### src/design/disp_pkg.sv
// display geometry types
// default 640x480 timing values and star-field size

`default_nettype none

package disp_pkg;

    // screen position, also used for line and pixel counts
    typedef logic [15:0] coord_t;

    // horizontal timing in pixels
    localparam coord_t H_ACTIVE_DEF = 16'd640;
    localparam coord_t H_FP_DEF     = 16'd16;   // front porch
    localparam coord_t H_SYNC_DEF   = 16'd96;
    localparam coord_t H_BP_DEF     = 16'd48;   // back porch

    // vertical timing in lines
    localparam coord_t V_ACTIVE_DEF = 16'd480;
    localparam coord_t V_FP_DEF     = 16'd10;
    localparam coord_t V_SYNC_DEF   = 16'd2;
    localparam coord_t V_BP_DEF     = 16'd33;

    // star field sits at the top-left corner of the screen
    localparam coord_t FIELD_W_DEF  = 16'd512;
    localparam coord_t FIELD_H_DEF  = 16'd256;

endpackage

`default_nettype wire

### src/design/star_pkg.sv
// LFSR state, colour channel and density types
// LFSR width, seed and star-test constants

`default_nettype none

package star_pkg;

    localparam int LFSR_W  = 17;    // LFSR length
    localparam int COLOR_W = 4;     // bits per colour channel

    typedef logic [LFSR_W-1:0]  lfsr_t;
    typedef logic [COLOR_W-1:0] color_t;

    // density select, star needs STAR_BITS_MIN + density top bits set
    typedef logic [1:0] density_t;

    // fewest top bits tested at density 0
    localparam int STAR_BITS_MIN = 6;

    // reload value at each frame start, never zero
    localparam lfsr_t LFSR_SEED_DEF = 17'h1FFFF;

endpackage

`default_nettype wire

### src/design/display_timing.sv
// display timing generator
// pixel and line counters, sync, data enable, frame pulse, field step strobe

`default_nettype none
`timescale 1ns/1ps

module display_timing import disp_pkg::*; #(
    parameter coord_t H_ACTIVE = H_ACTIVE_DEF,
    parameter coord_t H_FP     = H_FP_DEF,
    parameter coord_t H_SYNC   = H_SYNC_DEF,
    parameter coord_t H_BP     = H_BP_DEF,
    parameter coord_t V_ACTIVE = V_ACTIVE_DEF,
    parameter coord_t V_FP     = V_FP_DEF,
    parameter coord_t V_SYNC   = V_SYNC_DEF,
    parameter coord_t V_BP     = V_BP_DEF,
    parameter coord_t FIELD_W  = FIELD_W_DEF,
    parameter coord_t FIELD_H  = FIELD_H_DEF
) (
    input  wire logic   clk_pix,
    input  wire logic   rst_n,
    output      coord_t sx,         // pixel position in line
    output      coord_t sy,         // line position in frame
    output      logic   hsync,      // active low
    output      logic   vsync,      // active low
    output      logic   de,         // active area
    output      logic   frame,      // first pixel of frame
    output      logic   step        // pixel inside star field
);

    // horizontal boundaries
    localparam coord_t H_SYNC_START = H_ACTIVE + H_FP;
    localparam coord_t H_SYNC_END   = H_SYNC_START + H_SYNC;   // first pixel after sync
    localparam coord_t H_TOTAL      = H_SYNC_END + H_BP;

    // vertical boundaries
    localparam coord_t V_SYNC_START = V_ACTIVE + V_FP;
    localparam coord_t V_SYNC_END   = V_SYNC_START + V_SYNC;
    localparam coord_t V_TOTAL      = V_SYNC_END + V_BP;

    logic line_end;     // last pixel of a line
    logic frame_end;    // last line of a frame

    assign line_end  = (sx == H_TOTAL - 16'd1);
    assign frame_end = (sy == V_TOTAL - 16'd1);

    // position counters
    always_ff @(posedge clk_pix or negedge rst_n) begin
        if (!rst_n) begin
            sx <= '0;
            sy <= '0;
        end else if (line_end) begin
            sx <= '0;   // wrap at line total
            if (frame_end) begin
                sy <= '0;
            end else begin
                sy <= sy + 16'd1;
            end
        end else begin
            sx <= sx + 16'd1;
        end
    end

    // decoded in the same cycle as the counters
    always_comb begin
        hsync = !((sx >= H_SYNC_START) && (sx < H_SYNC_END));
        vsync = !((sy >= V_SYNC_START) && (sy < V_SYNC_END));
        de    = (sx < H_ACTIVE) && (sy < V_ACTIVE);
        frame = (sx == '0) && (sy == '0);
        step  = de && (sx < FIELD_W) && (sy < FIELD_H);   // field at top-left
    end

endmodule

`default_nettype wire

### src/design/star_lfsr.sv
// star LFSR
// 17-bit Fibonacci shift register, seed reload per frame, advance on step

`default_nettype none
`timescale 1ns/1ps

module star_lfsr import star_pkg::*; #(
    parameter lfsr_t SEED = LFSR_SEED_DEF   // must be nonzero
) (
    input  wire logic  clk_pix,
    input  wire logic  rst_n,
    input  wire logic  frame,   // frame start, reload seed
    input  wire logic  step,    // advance one position
    output      lfsr_t state    // value seen by the current pixel
);

    // feedback taps, new bit 0 is bit 16 xor bit 13
    localparam int TAP_A = 16;
    localparam int TAP_B = 13;

    lfsr_t sreg;        // held value between steps
    lfsr_t next_state;

    // seed shows through on the frame cycle
    assign state = frame ? SEED : sreg;

    // left shift with xor feedback into bit 0
    assign next_state = {state[LFSR_W-2:0], state[TAP_A] ^ state[TAP_B]};

    always_ff @(posedge clk_pix or negedge rst_n) begin
        if (!rst_n) begin
            sreg <= SEED;
        end else if (step) begin
            sreg <= next_state;     // k-th field pixel sees S_k
        end
    end

endmodule

`default_nettype wire

### src/design/star_shader.sv
// star shader
// density mask, star decision, registered sync, data enable and grey RGB

`default_nettype none
`timescale 1ns/1ps

module star_shader import star_pkg::*; (
    input  wire logic     clk_pix,
    input  wire logic     rst_n,
    input  wire logic     step,         // pixel inside the field
    input  wire logic     de,
    input  wire logic     hsync,
    input  wire logic     vsync,
    input  wire lfsr_t    state,        // LFSR value for this pixel
    input  wire logic     field_en,     // stars on
    input  wire density_t density,      // top bits tested, 6 plus this
    output      logic     vga_hsync,
    output      logic     vga_vsync,
    output      logic     vga_de,
    output      color_t   vga_r,
    output      color_t   vga_g,
    output      color_t   vga_b
);

    lfsr_t  mask;       // selected top bits of state
    logic   star;
    color_t grey;       // brightness for all three channels

    // ones from bit 16 downward, 6 to 9 of them
    assign mask = ~(lfsr_t'('1) >> (STAR_BITS_MIN + int'(density)));

    // one AND test against the mask
    assign star = step && field_en && ((state & mask) == mask);
    assign grey = star ? state[COLOR_W-1:0] : '0;

    // one register stage keeps sync, de and colour aligned
    always_ff @(posedge clk_pix or negedge rst_n) begin
        if (!rst_n) begin
            vga_hsync <= 1'b1;      // inactive
            vga_vsync <= 1'b1;
            vga_de    <= 1'b0;
            vga_r     <= '0;
            vga_g     <= '0;
            vga_b     <= '0;
        end else begin
            vga_hsync <= hsync;
            vga_vsync <= vsync;
            vga_de    <= de;
            vga_r     <= grey;
            vga_g     <= grey;
            vga_b     <= grey;
        end
    end

endmodule

`default_nettype wire

### src/design/starfield_top.sv
// starfield top level
// timing generator, star LFSR and shader with shared parameters

`default_nettype none
`timescale 1ns/1ps

module starfield_top import disp_pkg::*, star_pkg::*; #(
    parameter coord_t H_ACTIVE = H_ACTIVE_DEF,
    parameter coord_t H_FP     = H_FP_DEF,
    parameter coord_t H_SYNC   = H_SYNC_DEF,
    parameter coord_t H_BP     = H_BP_DEF,
    parameter coord_t V_ACTIVE = V_ACTIVE_DEF,
    parameter coord_t V_FP     = V_FP_DEF,
    parameter coord_t V_SYNC   = V_SYNC_DEF,
    parameter coord_t V_BP     = V_BP_DEF,
    parameter coord_t FIELD_W  = FIELD_W_DEF,
    parameter coord_t FIELD_H  = FIELD_H_DEF,
    parameter lfsr_t  SEED     = LFSR_SEED_DEF
) (
    input  wire logic     clk_pix,
    input  wire logic     rst_n,
    input  wire logic     field_en,
    input  wire density_t density,
    output      logic     vga_hsync,
    output      logic     vga_vsync,
    output      logic     vga_de,
    output      color_t   vga_r,
    output      color_t   vga_g,
    output      color_t   vga_b
);

    logic   hsync;
    logic   vsync;
    logic   de;
    logic   frame;
    logic   step;
    lfsr_t  state;

    display_timing #(
        .H_ACTIVE (H_ACTIVE),
        .H_FP     (H_FP),
        .H_SYNC   (H_SYNC),
        .H_BP     (H_BP),
        .V_ACTIVE (V_ACTIVE),
        .V_FP     (V_FP),
        .V_SYNC   (V_SYNC),
        .V_BP     (V_BP),
        .FIELD_W  (FIELD_W),
        .FIELD_H  (FIELD_H)
    ) display_timing_i (
        .clk_pix (clk_pix),
        .rst_n   (rst_n),
        .sx      (),
        .sy      (),
        .hsync   (hsync),
        .vsync   (vsync),
        .de      (de),
        .frame   (frame),
        .step    (step)
    );

    star_lfsr #(
        .SEED (SEED)
    ) star_lfsr_i (
        .clk_pix (clk_pix),
        .rst_n   (rst_n),
        .frame   (frame),
        .step    (step),
        .state   (state)
    );

    star_shader star_shader_i (
        .clk_pix   (clk_pix),
        .rst_n     (rst_n),
        .step      (step),
        .de        (de),
        .hsync     (hsync),
        .vsync     (vsync),
        .state     (state),
        .field_en  (field_en),
        .density   (density),
        .vga_hsync (vga_hsync),
        .vga_vsync (vga_vsync),
        .vga_de    (vga_de),
        .vga_r     (vga_r),
        .vga_g     (vga_g),
        .vga_b     (vga_b)
    );

endmodule

`default_nettype wire

### config.mk
export PLATFORM = sky130hd
export DESIGN_NAME = starfield_top
export DESIGN_NICKNAME = d
export VERILOG_FILES = /design/src/design/disp_pkg.sv /design/src/design/star_pkg.sv /design/src/design/display_timing.sv /design/src/design/star_lfsr.sv /design/src/design/star_shader.sv /design/src/design/starfield_top.sv
export SDC_FILE = /design/constraint.sdc
export NUM_CORES = 1
export LEC_CHECK = 0
export BUFFER_PORTS_ARGS = -buffer_cell sky130_fd_sc_hd__buf_4
export CORE_MARGIN = 4
export CORE_UTILIZATION = 25
export CTS_CLUSTER_DIAMETER = 50
export DETAILED_ROUTE_END_ITERATION = 10
export PLACE_DENSITY = 0.37
export SLEW_MARGIN = 20
export SYNTH_ARGS = -nofsm -noshare
export SYNTH_HDL_FRONTEND = slang
export SYNTH_SLANG_ARGS = --single-unit
### constraint.sdc
create_clock -name clk_pix -period 5 [get_ports clk_pix]
set_clock_uncertainty 0.15 [all_clocks]
set_input_delay 0 -clock clk_pix [delete_from_list [all_inputs] [get_ports clk_pix]]
set_output_delay 0 -clock clk_pix [all_outputs]
set_load 0.02 [all_outputs]
[Word level (Yosys, flattened, before mapping)]
Index checks and enable logic that the tools add are counted.
Operators by class
  add/sub/neg operators: 3
  order comparisons: 8
  equal/unequal tests: 3
  shift operators: 1
  multiplexer cells: 4
  bitwise logic cells: 3
  reductions and logical operators: 12
Operators with widths (count)
  $lt 16x10->1 const B: 3
  $lt 16x9->1 const B: 3
  $add 16x1->16 const B: 2
  $eq 16x10->1 const B: 2
  $logic_not 16->1: 2
  $mux 16: 2
  $shr 17x32->17 const A: 1
  $and 17x17->17: 1
  $eq 17x17->1: 1
  $mux 17: 1
  $not 17->17: 1
  $ge 16x10->1 const B: 1
  $ge 16x9->1 const B: 1
  $logic_and 1x1->1: 8
  $add 3x2->4 const A: 1
  $mux 4: 1
  $logic_not 1->1: 2
  $xor 1x1->1: 1
Word-level totals
  flip-flop bits (word level): 56
  bits of input ports: 5
  output and inout port bits: 15
  word-level logic and storage cells: 41

[Depth between registers and ports, before layout]
Gate-level depths: netlist (run 1).
  depth after elaboration: 7
  gate-level depth with buffers: 7
  gate-level depth less buffers: 6

[Hierarchy]
Synthesis (run 1) repeated with hierarchy kept, for this count alone.
Unflattened totals
  cell total of the unflattened synthesis: 287
  area, all modules: 3109.2 sq um
By module, submodules not included
  display_timing: instances 1, cells each 185, area each 1823.0 sq um, sequential area each 800.8 sq um
  star_lfsr: instances 1, cells each 73, area each 968.4 sq um, sequential area each 446.7 sq um
  star_shader: instances 1, cells each 29, area each 317.8 sq um, sequential area each 177.7 sq um

[Worst setup path before layout (run 1)]
OpenSTA, ideal clock, no wires.
  path kind: register to register
  from: register display_timing_i.sx[0]
  to: register star_lfsr_i.sreg[0]
  library setup time: 0.082 ns
  arrival time: 1.693 ns
  data required time: 4.768 ns
  path slack: 3.075 ns
  stages on the path, launching flop included: 7
  buffers on the path: 0
  period minus slack after synthesis: 1.925 ns
  path through: dfrtp_1 -> inv_1 -> ha_1 -> or4b_4 -> nor4_4 -> a21oi_1 -> mux2_2
Between the ends
  cells in the longest elaborated chain, start to end: 4
  elaborated cells between the ends (all ways): 9
  classes of those cells: order compare: 2; mux: 1; bitwise: 1; reduce/logical: 5
Ends and longest elaborated chain
  start: declaration: RTL line display_timing.sv:21  | output coord_t sx,
  start signal: assignment: RTL line display_timing.sv:59  | sx <= sx + 16'd1;
  $lt 16x10->1 or $logic_not 16->1 (tied branches): RTL line display_timing.sv:67, display_timing.sv:68
  $logic_and 1x1->1, on equally long branches: RTL line display_timing.sv:67, display_timing.sv:68
  $logic_and 1x1->1 or $mux 17 (tied branches): RTL line display_timing.sv:69, star_lfsr.sv:25
  $logic_and 1x1->1 or $xor 1x1->1 (tied branches): RTL line display_timing.sv:69, star_lfsr.sv:28
  end signal: assignment: RTL line star_lfsr.sv:34  | sreg <= next_state;
  end: declaration: RTL line star_lfsr.sv:21  | lfsr_t sreg;
Parallel ways exist; a longest one is shown, timed or not.
A chain may end at the register's enable or synchronous reset.

[Worst setup path in the final report (run 1)]
  from: register display_timing_i.sy[11]
  to: register star_lfsr_i.sreg[0]
Between the ends
  cells in the longest elaborated chain, start to end: 4
  elaborated cells between the ends (all ways): 9
  classes of those cells: order compare: 2; mux: 1; bitwise: 1; reduce/logical: 5
Ends and longest elaborated chain
  start: declaration: RTL line display_timing.sv:22  | output coord_t sy,
  start signal: assignment: RTL line display_timing.sv:56  | sy <= sy + 16'd1;
  $lt 16x9->1 or $logic_not 16->1 (tied branches): RTL line display_timing.sv:67, display_timing.sv:68
  $logic_and 1x1->1, on equally long branches: RTL line display_timing.sv:67, display_timing.sv:68
  $logic_and 1x1->1 or $mux 17 (tied branches): RTL line display_timing.sv:69, star_lfsr.sv:25
  $logic_and 1x1->1 or $xor 1x1->1 (tied branches): RTL line display_timing.sv:69, star_lfsr.sv:28
Parallel ways exist; a longest one is shown, timed or not.

==> results of run 1 <==
area by class of cell:
class	instances	area, um2	area share, %
sequential	56	1425	44.37
clock buffer	5	125.1	3.896
timing repair buffer	22	170.2	5.298
inverter	9	33.78	1.052
tap	140	175.2	5.454
multi-input combinational	193	1261	39.27
clock inverter	3	21.27	0.6623
layout by cell type (no fill, tap or decap), types with 3 or more instances in the layout:
| cell | instances |
|---|---|
| inv_1 | 9 |
| o21ai_0 | 5 |
| ha_1 | 4 |
| a21oi_1 | 50 |
| nor2_1 | 15 |
| and3_1 | 4 |
| xnor2_1 | 11 |
| dfrtp_1 | 37 |
| xor2_1 | 14 |
| nand3_1 | 13 |
| nor3b_1 | 3 |
| nand2_1 | 11 |
| buf_4 | 20 |
| clkbuf_16 | 5 |
| dfstp_2 | 19 |
| nand4_1 | 10 |
| nor4_1 | 6 |
| nor3_1 | 6 |
| and4_1 | 6 |
tightest hold or removal path, cell delays in order:
cell and delay, ns:
buf_4 0.08, o21ai_0 0.17, nand3_1 0.13, a21oi_1 0.06
flip-flops by register name, summed over array words and instances, names as in the netlist:
signal / cells
star_lfsr_i.sreg: 17
display_timing_i.sx: 16
star_shader_i.vga_de: 1
display_timing_i.sy: 16
star_shader_i.vga_hsync: 1
star_shader_i.vga_vsync: 1
star_shader_i.vga_g: 4
metal layers:
metal	share of wire, %	vias up	wire [um]	track usage, %
met4	0.99	0	61	2.582
met3	3.3	6	205	2.158
met5	0	-	0	0
met1	51	998	3139	14.65
li1	-	1015	-	-
met2	45	29	2751	15.01
logic make-up (layout without fill, tap and decap cells):
| group | after synthesis | count (layout) |
|---|---|---|
| AOI/OAI and AO/OA | 67 | 67 |
| xor gates and xnor gates | 25 | 25 |
| adders and majority gates | 4 | 4 |
| buffers and inverters | 33 | 39 |
| DFF | 56 | 56 |
| muxes | 2 | 2 |
| and+or+nand+nor | 95 | 95 |
timing repair:
item,in CTS,in global routing
hold buffers,2,0
gates resized for setup,0,0
hold endpoints to repair,41,0
worst max-delay path by stage:
stage / to / slack [ns] / cells past startpoint
2_1_floorplan: star_lfsr_i.sreg[0]$_DFFE_PN1P_ / 3.08 / 6
3_3_place_gp: star_lfsr_i.sreg[0]$_DFFE_PN1P_ / 2.29 / 5
3_5_place_dp: star_lfsr_i.sreg[0]$_DFFE_PN1P_ / 2.26 / 5
4_1_cts: star_lfsr_i.sreg[0]$_DFFE_PN1P_ / 2.26 / 5
5_1_grt: star_lfsr_i.sreg[0]$_DFFE_PN1P_ / 1.96 / 5
6_report: star_lfsr_i.sreg[0]$_DFFE_PN1P_ / 2.26 / 5
power by group through the flow:
stage | combinational (uW) | clock (uW) | sequential [uW]
after floorplan | 1.29 | 0 | 462
after global placement | 14.1 | 0 | 462
after detailed placement | 14.1 | 0 | 462
after CTS | 15.4 | 373 | 453
after global routing | 17.4 | 388 | 453
final | 14.1 | 359 | 453
stage by stage:
stage / hold WS (ns) / cell area, um2 / total power [uW]
floorplan: -0.4456 / 2867 / 463.1
global placement: -0.02736 / 3045 / 475.8
detailed placement: -0.02920 / 3045 / 475.8
CTS: 0.05636 / 3212 / 841.6
global route: 0.1208 / 3212 / 858.6
finish: 0.04513 / 3212 / 826.1
==> impl_results.md, run 1 <==
- Via density per instance: 4.785
- Hold worst-path end: star_shader_i.vga_g[0]$_DFF_PN0_
- Number of synthesized flops with an enable pin: 0
- Crit start category: register
- Post-synthesis cell count: 282
- Synth Flop Type: dfrtp_1
- Final cycle utilization of the critical path: 54.74%
- Total Nets Final: 296
- Final WS setup: 2.263 ns
- Final Critical Period: 2.737 ns
- Cell taking the most area after synthesis: dfrtp_1
- Hold Crit Depth: 4
- Reg2Reg Setup Slack: 2.26 ns
- Initial Util: 25.99%
- Clk buf depth: 2
- Total core area: 11,030 um2
- Switching part of the total power: 22.03%
- Die extent in y: 115.1 um
- Worst Tran Pin Value: 0.9383 ns
- Fin. max-slew vios: 0
- Seq/Total Area, Yosys: 49.72%
- Fin. Hold Viols: 0
- Cell Area, Synth: 2866 um2
- HP Class: in -> reg
- Clk pin slew, worst setup/hold paths: 0.08 ns
- F_max: 365.4 MHz
- Drt first pass iters: 4
- Max VDD drop: 0.0001341 V
- P_sw: 182.0 uW
- Die Wd: 115.1 um
- Critical Path RT: 5.08 ns
- Drc violations: 0
- Vias: 2,048
- WP buf/inv: 1
- Setup TNS: 0 ns
- FILL cells: 1,143
- Status: finished, final reports clean
- P_leak: 0.001355 uW
- Vias in the first global route: 2,069
- Hold Path Origin: density[1]
- Seq cells post-synth: 56
- Combinational share of power: 1.7%
- Max FO, Critical Path: 20
- CTS tree: done
- Slew headroom: 36.98%
- Reg power frac: 54.9%
- CP max-delay cell: and2_1
- P per Cell Area: 257.2 nW/um2
- Initial antenna violation count: 0
- Synth Area per Inst: 10.16 um2
- First-pass GRT wire length: 10,660 um
- Die footprint: 13,240 um2
- Rows: 38
- CTS sink cnt: 56
- Synth cell count leaders: a21oi_1 (50), dfrtp_1 (37), dfstp_2 (19), nor2_1 (15), xor2_1 (14)
- Critical path startpoint: display_timing_i.sy[11]$_DFFE_PN0N_
- CP Class: reg -> reg
- Post-place setup slack: 2.261 ns
- Synth cell types: 45
- Most numerous cell in the Yosys netlist: a21oi_1
- Largest cells by area after synthesis: dfrtp_1 (32%), dfstp_2 (17%), a21oi_1 (8.7%)
- Largest family of logic cells by synthesized area: simple AND/OR/NAND/NOR gates
- Post-synth ARST share: 100.0%
- Compound-Gate Fraction of Synth Area: 13.09%
- Port bufs: 19
- IO Count: 20
- R2R depth: 5
- Final weighted congestion in routability-driven placement: 0.6989
- Worst reg2reg path startpoint: display_timing_i.sy[11]$_DFFE_PN0N_
- GRT Util Overall: 10.01%
- Worst EP arrival: 2.81 ns
- Share of the synthesized area in the top cell type: 32.30%
- CTS buffer count: 5
- First DRT Iteration DRCs: 94
- Adder-Cell Fraction of Synth Area: 1.746%
- Layout cells sized above 1: 20.14%
- Slowest stage delay, CP: 0.58 ns
- Root buf cell: clkbuf_16
- Internal power: 644.1 uW
- N_diodes: 0
- Endpoints failing setup: 0
- GR Overflow Total: 0
- Xor and xnor area share after synthesis: 7.639%
- Crit end category: register
- Net Count, Synth: 291
- Post-placement cell count: 418
- ANT nets after route: 0
- Non-filler cells in the finished layout: 428
- Yosys warns: 0
- Reg-to-Reg End: star_lfsr_i.sreg[0]$_DFFE_PN1P_
- Post-DP HPWL: 4146 um
- Synth-to-Final Area Change: 12.05%
- Mux share of post-synthesis cell area: 0.7857%
- Htree depth: 2
- Avg WL per Cell: 14.39 um
- Final WL: 6158 um
- CP delay by family, top: simple AND/OR/NAND/NOR gates
- Worst-Skew Late Latency: 0.30 ns
- Critical Path, Cell by Cell: nor4_1 -> nor4b_2 -> buf_4 -> and2_1 -> mux2_2
- Clock group share of total power: 43.4%
- Largest net degree at the start of global routing: 57
- RSZ-0062 raised after global routing: no
- Simple-Gate Fraction of Synth Area: 20.73%
- Fin util: 29.12%
- Setup bufs post-CTS: 0
- Max Cap Viol: 0
Note: power is estimated with default switching activity, not from simulation.
==> inputs of run 2 (changes only) <==
- ABC_AREA: not set -> 1
- PLACE_DENSITY: 0.37 -> 0.38
- clock period: 5 -> 2.4 ns (I/O delays scaled with it)
==> impl_results.md, run 2 <==
- Endpoints failing setup: 0 (unchanged)
- Seq/Total Area, Yosys: 47.03% (-2.7 points)
- Drc violations: 0 (unchanged)
- Initial antenna violation count: 0 (unchanged)
- Slew headroom: 51.99% (+15 points)
- Total core area: 11,660 um2 (+5.7%)
- Final weighted congestion in routability-driven placement: 0.7729 (+11%)
- Crit start category: register
- GRT Util Overall: 9.923% (-0.089 points)
- Combinational share of power: 1.9% (+0.2 points)
- P per Cell Area: 494.5 nW/um2 (+92%)
- Status: finished, final reports clean
- Synth cell count leaders: nand2_1 (60), inv_1 (50), nor2_1 (42), dfrtp_1 (37), nand3_1 (24)
- GR Overflow Total: 0 (unchanged)
- Synth cell types: 35 (-22%)
- Hold Path Origin: density[0]
- Post-synth ARST share: 100.0% (unchanged)
- Max Cap Viol: 0 (unchanged)
- Cell taking the most area after synthesis: dfrtp_1
- Largest net degree at the start of global routing: 57 (unchanged)
- Drt first pass iters: 4 (unchanged)
- Yosys warns: 0 (unchanged)
- Final WL: 6614 um (+7.4%)
- WL met2: 2924 um (+6.3%)
- Port bufs: 19 (unchanged)
- N_diodes: 0 (unchanged)
- IO Count: 20 (unchanged)
- Die Wd: 118.1 um (+2.6%)
- Max reg flops: 17 (unchanged)
- Max VDD drop: 0.0003077 V (+130%)
- Root buf cell: clkbuf_16
- Clock group share of total power: 43.2% (-0.2 points)
- Via density per instance: 4.379 (-8.5%)
- Synth Area per Inst: 8.103 um2 (-20%)
- CTS tree: done
- R2R depth: 10 (+5)
- Synth-to-Final Area Change: 14.74%
- Regs by FF count: star_lfsr_i.sreg: 17 flops, display_timing_i.sx: 16 flops, display_timing_i.sy: 16 flops
- Vias in the first global route: 2,300 (+11%)
- CTS buffer count: 5 (unchanged)
- Most flops, register: star_lfsr_i.sreg
- F_max: 475.2 MHz (+30%)
- RSZ-0062 raised after global routing: no
- CTS sink cnt: 56 (unchanged)
- Crit end category: register
- Cell Area, Synth: 3030 um2 (+5.7%)
- Clk buf depth: 2 (unchanged)
- Final cycle utilization of the critical path: 87.68% (+33 points)
- Die extent in y: 118.1 um (+2.6%)
- Critical Path RT: 2.43 ns (-2.65 ns)
- Critical path startpoint: display_timing_i.sx[0]$_DFF_PN0_
- Avg WL per Cell: 12.29 um (-15%)
- First-pass GRT wire length: 11,550 um (+8.3%)
- CP Class: reg -> reg
- Hold Crit Depth: 7 (+3)
- Rows: 39 (+2.6%)
- First DRT Iteration DRCs: 130 (+38%)
- ANT nets after route: 0 (unchanged)
- M1 WL: 3434 um (+9.4%)
- Most numerous cell in the Yosys netlist: nand2_1
- Largest cells by area after synthesis: dfrtp_1 (31%), dfstp_2 (16%), nand2_1 (7.4%)
- Worst Tran Pin Value: 0.7201 ns (-0.2182 ns)
- Synth Flop Type: dfrtp_1
- Setup TNS: 0 ns (unchanged)
- Clk pin slew, worst setup/hold paths: 0.07 ns (about the same)
- Net Count, Synth: 383 (+32%)
- Initial Util: 25.98% (about the same)
- HP Class: in -> reg
- Final Critical Period: 2.104 ns (-0.6327 ns)
- Layout cells sized above 1: 22.03% (+1.9 points)
- P_sw: 374.3 uW (+110%)
- Htree depth: 2 (unchanged)
- Total Nets Final: 403 (+36%)
- Reg power frac: 54.9% (about the same)
- Worst-Skew Late Latency: 0.29 ns (about the same)
- P_leak: 0.001678 uW (+24%)
- Commonest cells after routing, fill and taps aside: nand2_1 (59), inv_1 (49), nor2_1 (42), dfrtp_1 (37), nand3_1 (24)
- Commonest non-fill, non-tap cell in the layout: nand2_1
- Fin. Hold Viols: 0 (unchanged)
- Share of the synthesized area in the top cell type: 30.55% (-1.7 points)
- Worst EP arrival: 2.14 ns (-0.67 ns)
- Post-DP HPWL: 5003 um (+21%)
- Fin. max-slew vios: 0 (unchanged)
- Switching part of the total power: 21.77% (-0.27 points)
- Die footprint: 13,950 um2 (+5.3%)
- DR WL met3: 200 um (-2.4%)
- Seq cells post-synth: 56 (unchanged)
- Internal power: 1345 uW (+110%)
- Hold WS: 0.09660 ns (+0.05146 ns)
- Worst reg2reg path startpoint: display_timing_i.sx[0]$_DFF_PN0_
- Vias: 2,356 (+15%)
- Number of synthesized flops with an enable pin: 0 (unchanged)
- Max FO, Critical Path: 4 (-80%)
- Post-synthesis cell count: 374 (+33%)
- Highest routed layer: met4
- FILL cells: 1,214 (+6.2%)
## run 2: cell count changes in the layout (fill, tap and decap cells not counted), moves of 11 or more
cell,before,now
a21oi_1,50,9
nor2_1,15,42
nand3_1,13,24
inv_2,0,16
nand2_1,11,59
xnor2_1,11,0
o21ai_1,0,18
inv_1,9,49
## run 2: kinds of logic (layout without fill, tap and decap cells)
logic type               after synthesis  in the layout  share of synthesized area [%]
AO/OA/AOI/OAI                         50             50                          8.877
buffers and inverters                 82            103                          11.81
adder cells (fa/ha/maj)                4              4                          1.652
XOR/XNOR                              14             14                          4.046
flip-flops                            56             56                          47.03
AND/OR/NAND/NOR                      168            168                          26.59
## run 2: repair_timing
action | 4_1_cts | 5_1_grt
hold buffers | 3 | 0
endpoints found under the setup margin | 0 | 8
buffers inserted | 0 | 1
resized for setup | 0 | 2
hold endpoints to repair | 41 | 0
## run 2: per-layer routing
layer,vias to the layer above,track usage (%)
met2,38,14.93
met1,1084,14.49
met5,-,0
li1,1230,-
met4,0,2.198
met3,4,2.259
## run 2: path summary, 6_finish.rpt
| check | endpoint | slack, ns |
|---|---|---|
| worst max-delay path | display_timing_i.sx[12]$_DFF_PN0_ | 0.30 |
| worst min register to register | star_lfsr_i.sreg[5]$_DFFE_PN1P_ | 0.31 |
| min in group asynchronous | display_timing_i.sx[2]$_DFF_PN0_ | 0.15 |
| worst max register to register | display_timing_i.sx[12]$_DFF_PN0_ | 0.30 |
| max in group asynchronous | display_timing_i.sy[10]$_DFFE_PN0N_ | 1.47 |
| worst min-delay path | star_shader_i.vga_g[3]$_DFF_PN0_ | 0.1 |
## run 2: final cells by class
cell class                      instances  area, um2  share of cell area (%)
Multi-Input combinational cell        236       1250                   35.95
Tap cell                              143      178.9                   5.146
Inverter                               69      262.8                   7.557
Clock inverter                          3      20.02                  0.5757
Timing Repair Buffer                   26      215.2                   6.189
Sequential cell                        56       1425                   40.99
Clock buffer                            5      125.1                   3.598
## run 2: power by group through the flow
stage	Clock (uW)	Sequential (uW)	Combinational [uW]
after detailed placement	0	962	30.8
after CTS	779	944	34.8
final	743	944	32.2
after floorplan	0	962	4.52
after global routing	806	944	38.4
after global placement	0	962	31.2
## run 2: metrics by stage
stage / cell area, um2 / std cells / setup WS, ns / utilization, % / power (uW)
2_1_floorplan: 3030 / 374 / 0.6753 / - / 966.5
3_3_place_gp: 3276 / 526 / 0.1929 / 28.09 / 993.0
3_5_place_dp: 3276 / 526 / 0.1644 / 28.09 / 992.6
4_1_cts: 3451 / 537 / 0.1458 / 29.59 / 1758
5_1_grt: 3477 / 538 / 0.1033 / 29.81 / 1789
6_report: 3477 / 538 / 0.2957 / 29.81 / 1719
## run 2: critical path, cell delays in order, from the launching register on
cell and delay, ns:
dfrtp_1 0.40, ha_1 0.21, nand3_2 0.14, nor3_1 0.30, nand2_1 0.16, nor2_1 0.21, nand3_1 0.16, nor2_1 0.12
nor2_1 0.04, nand2_1 0.06, inv_1 0.04
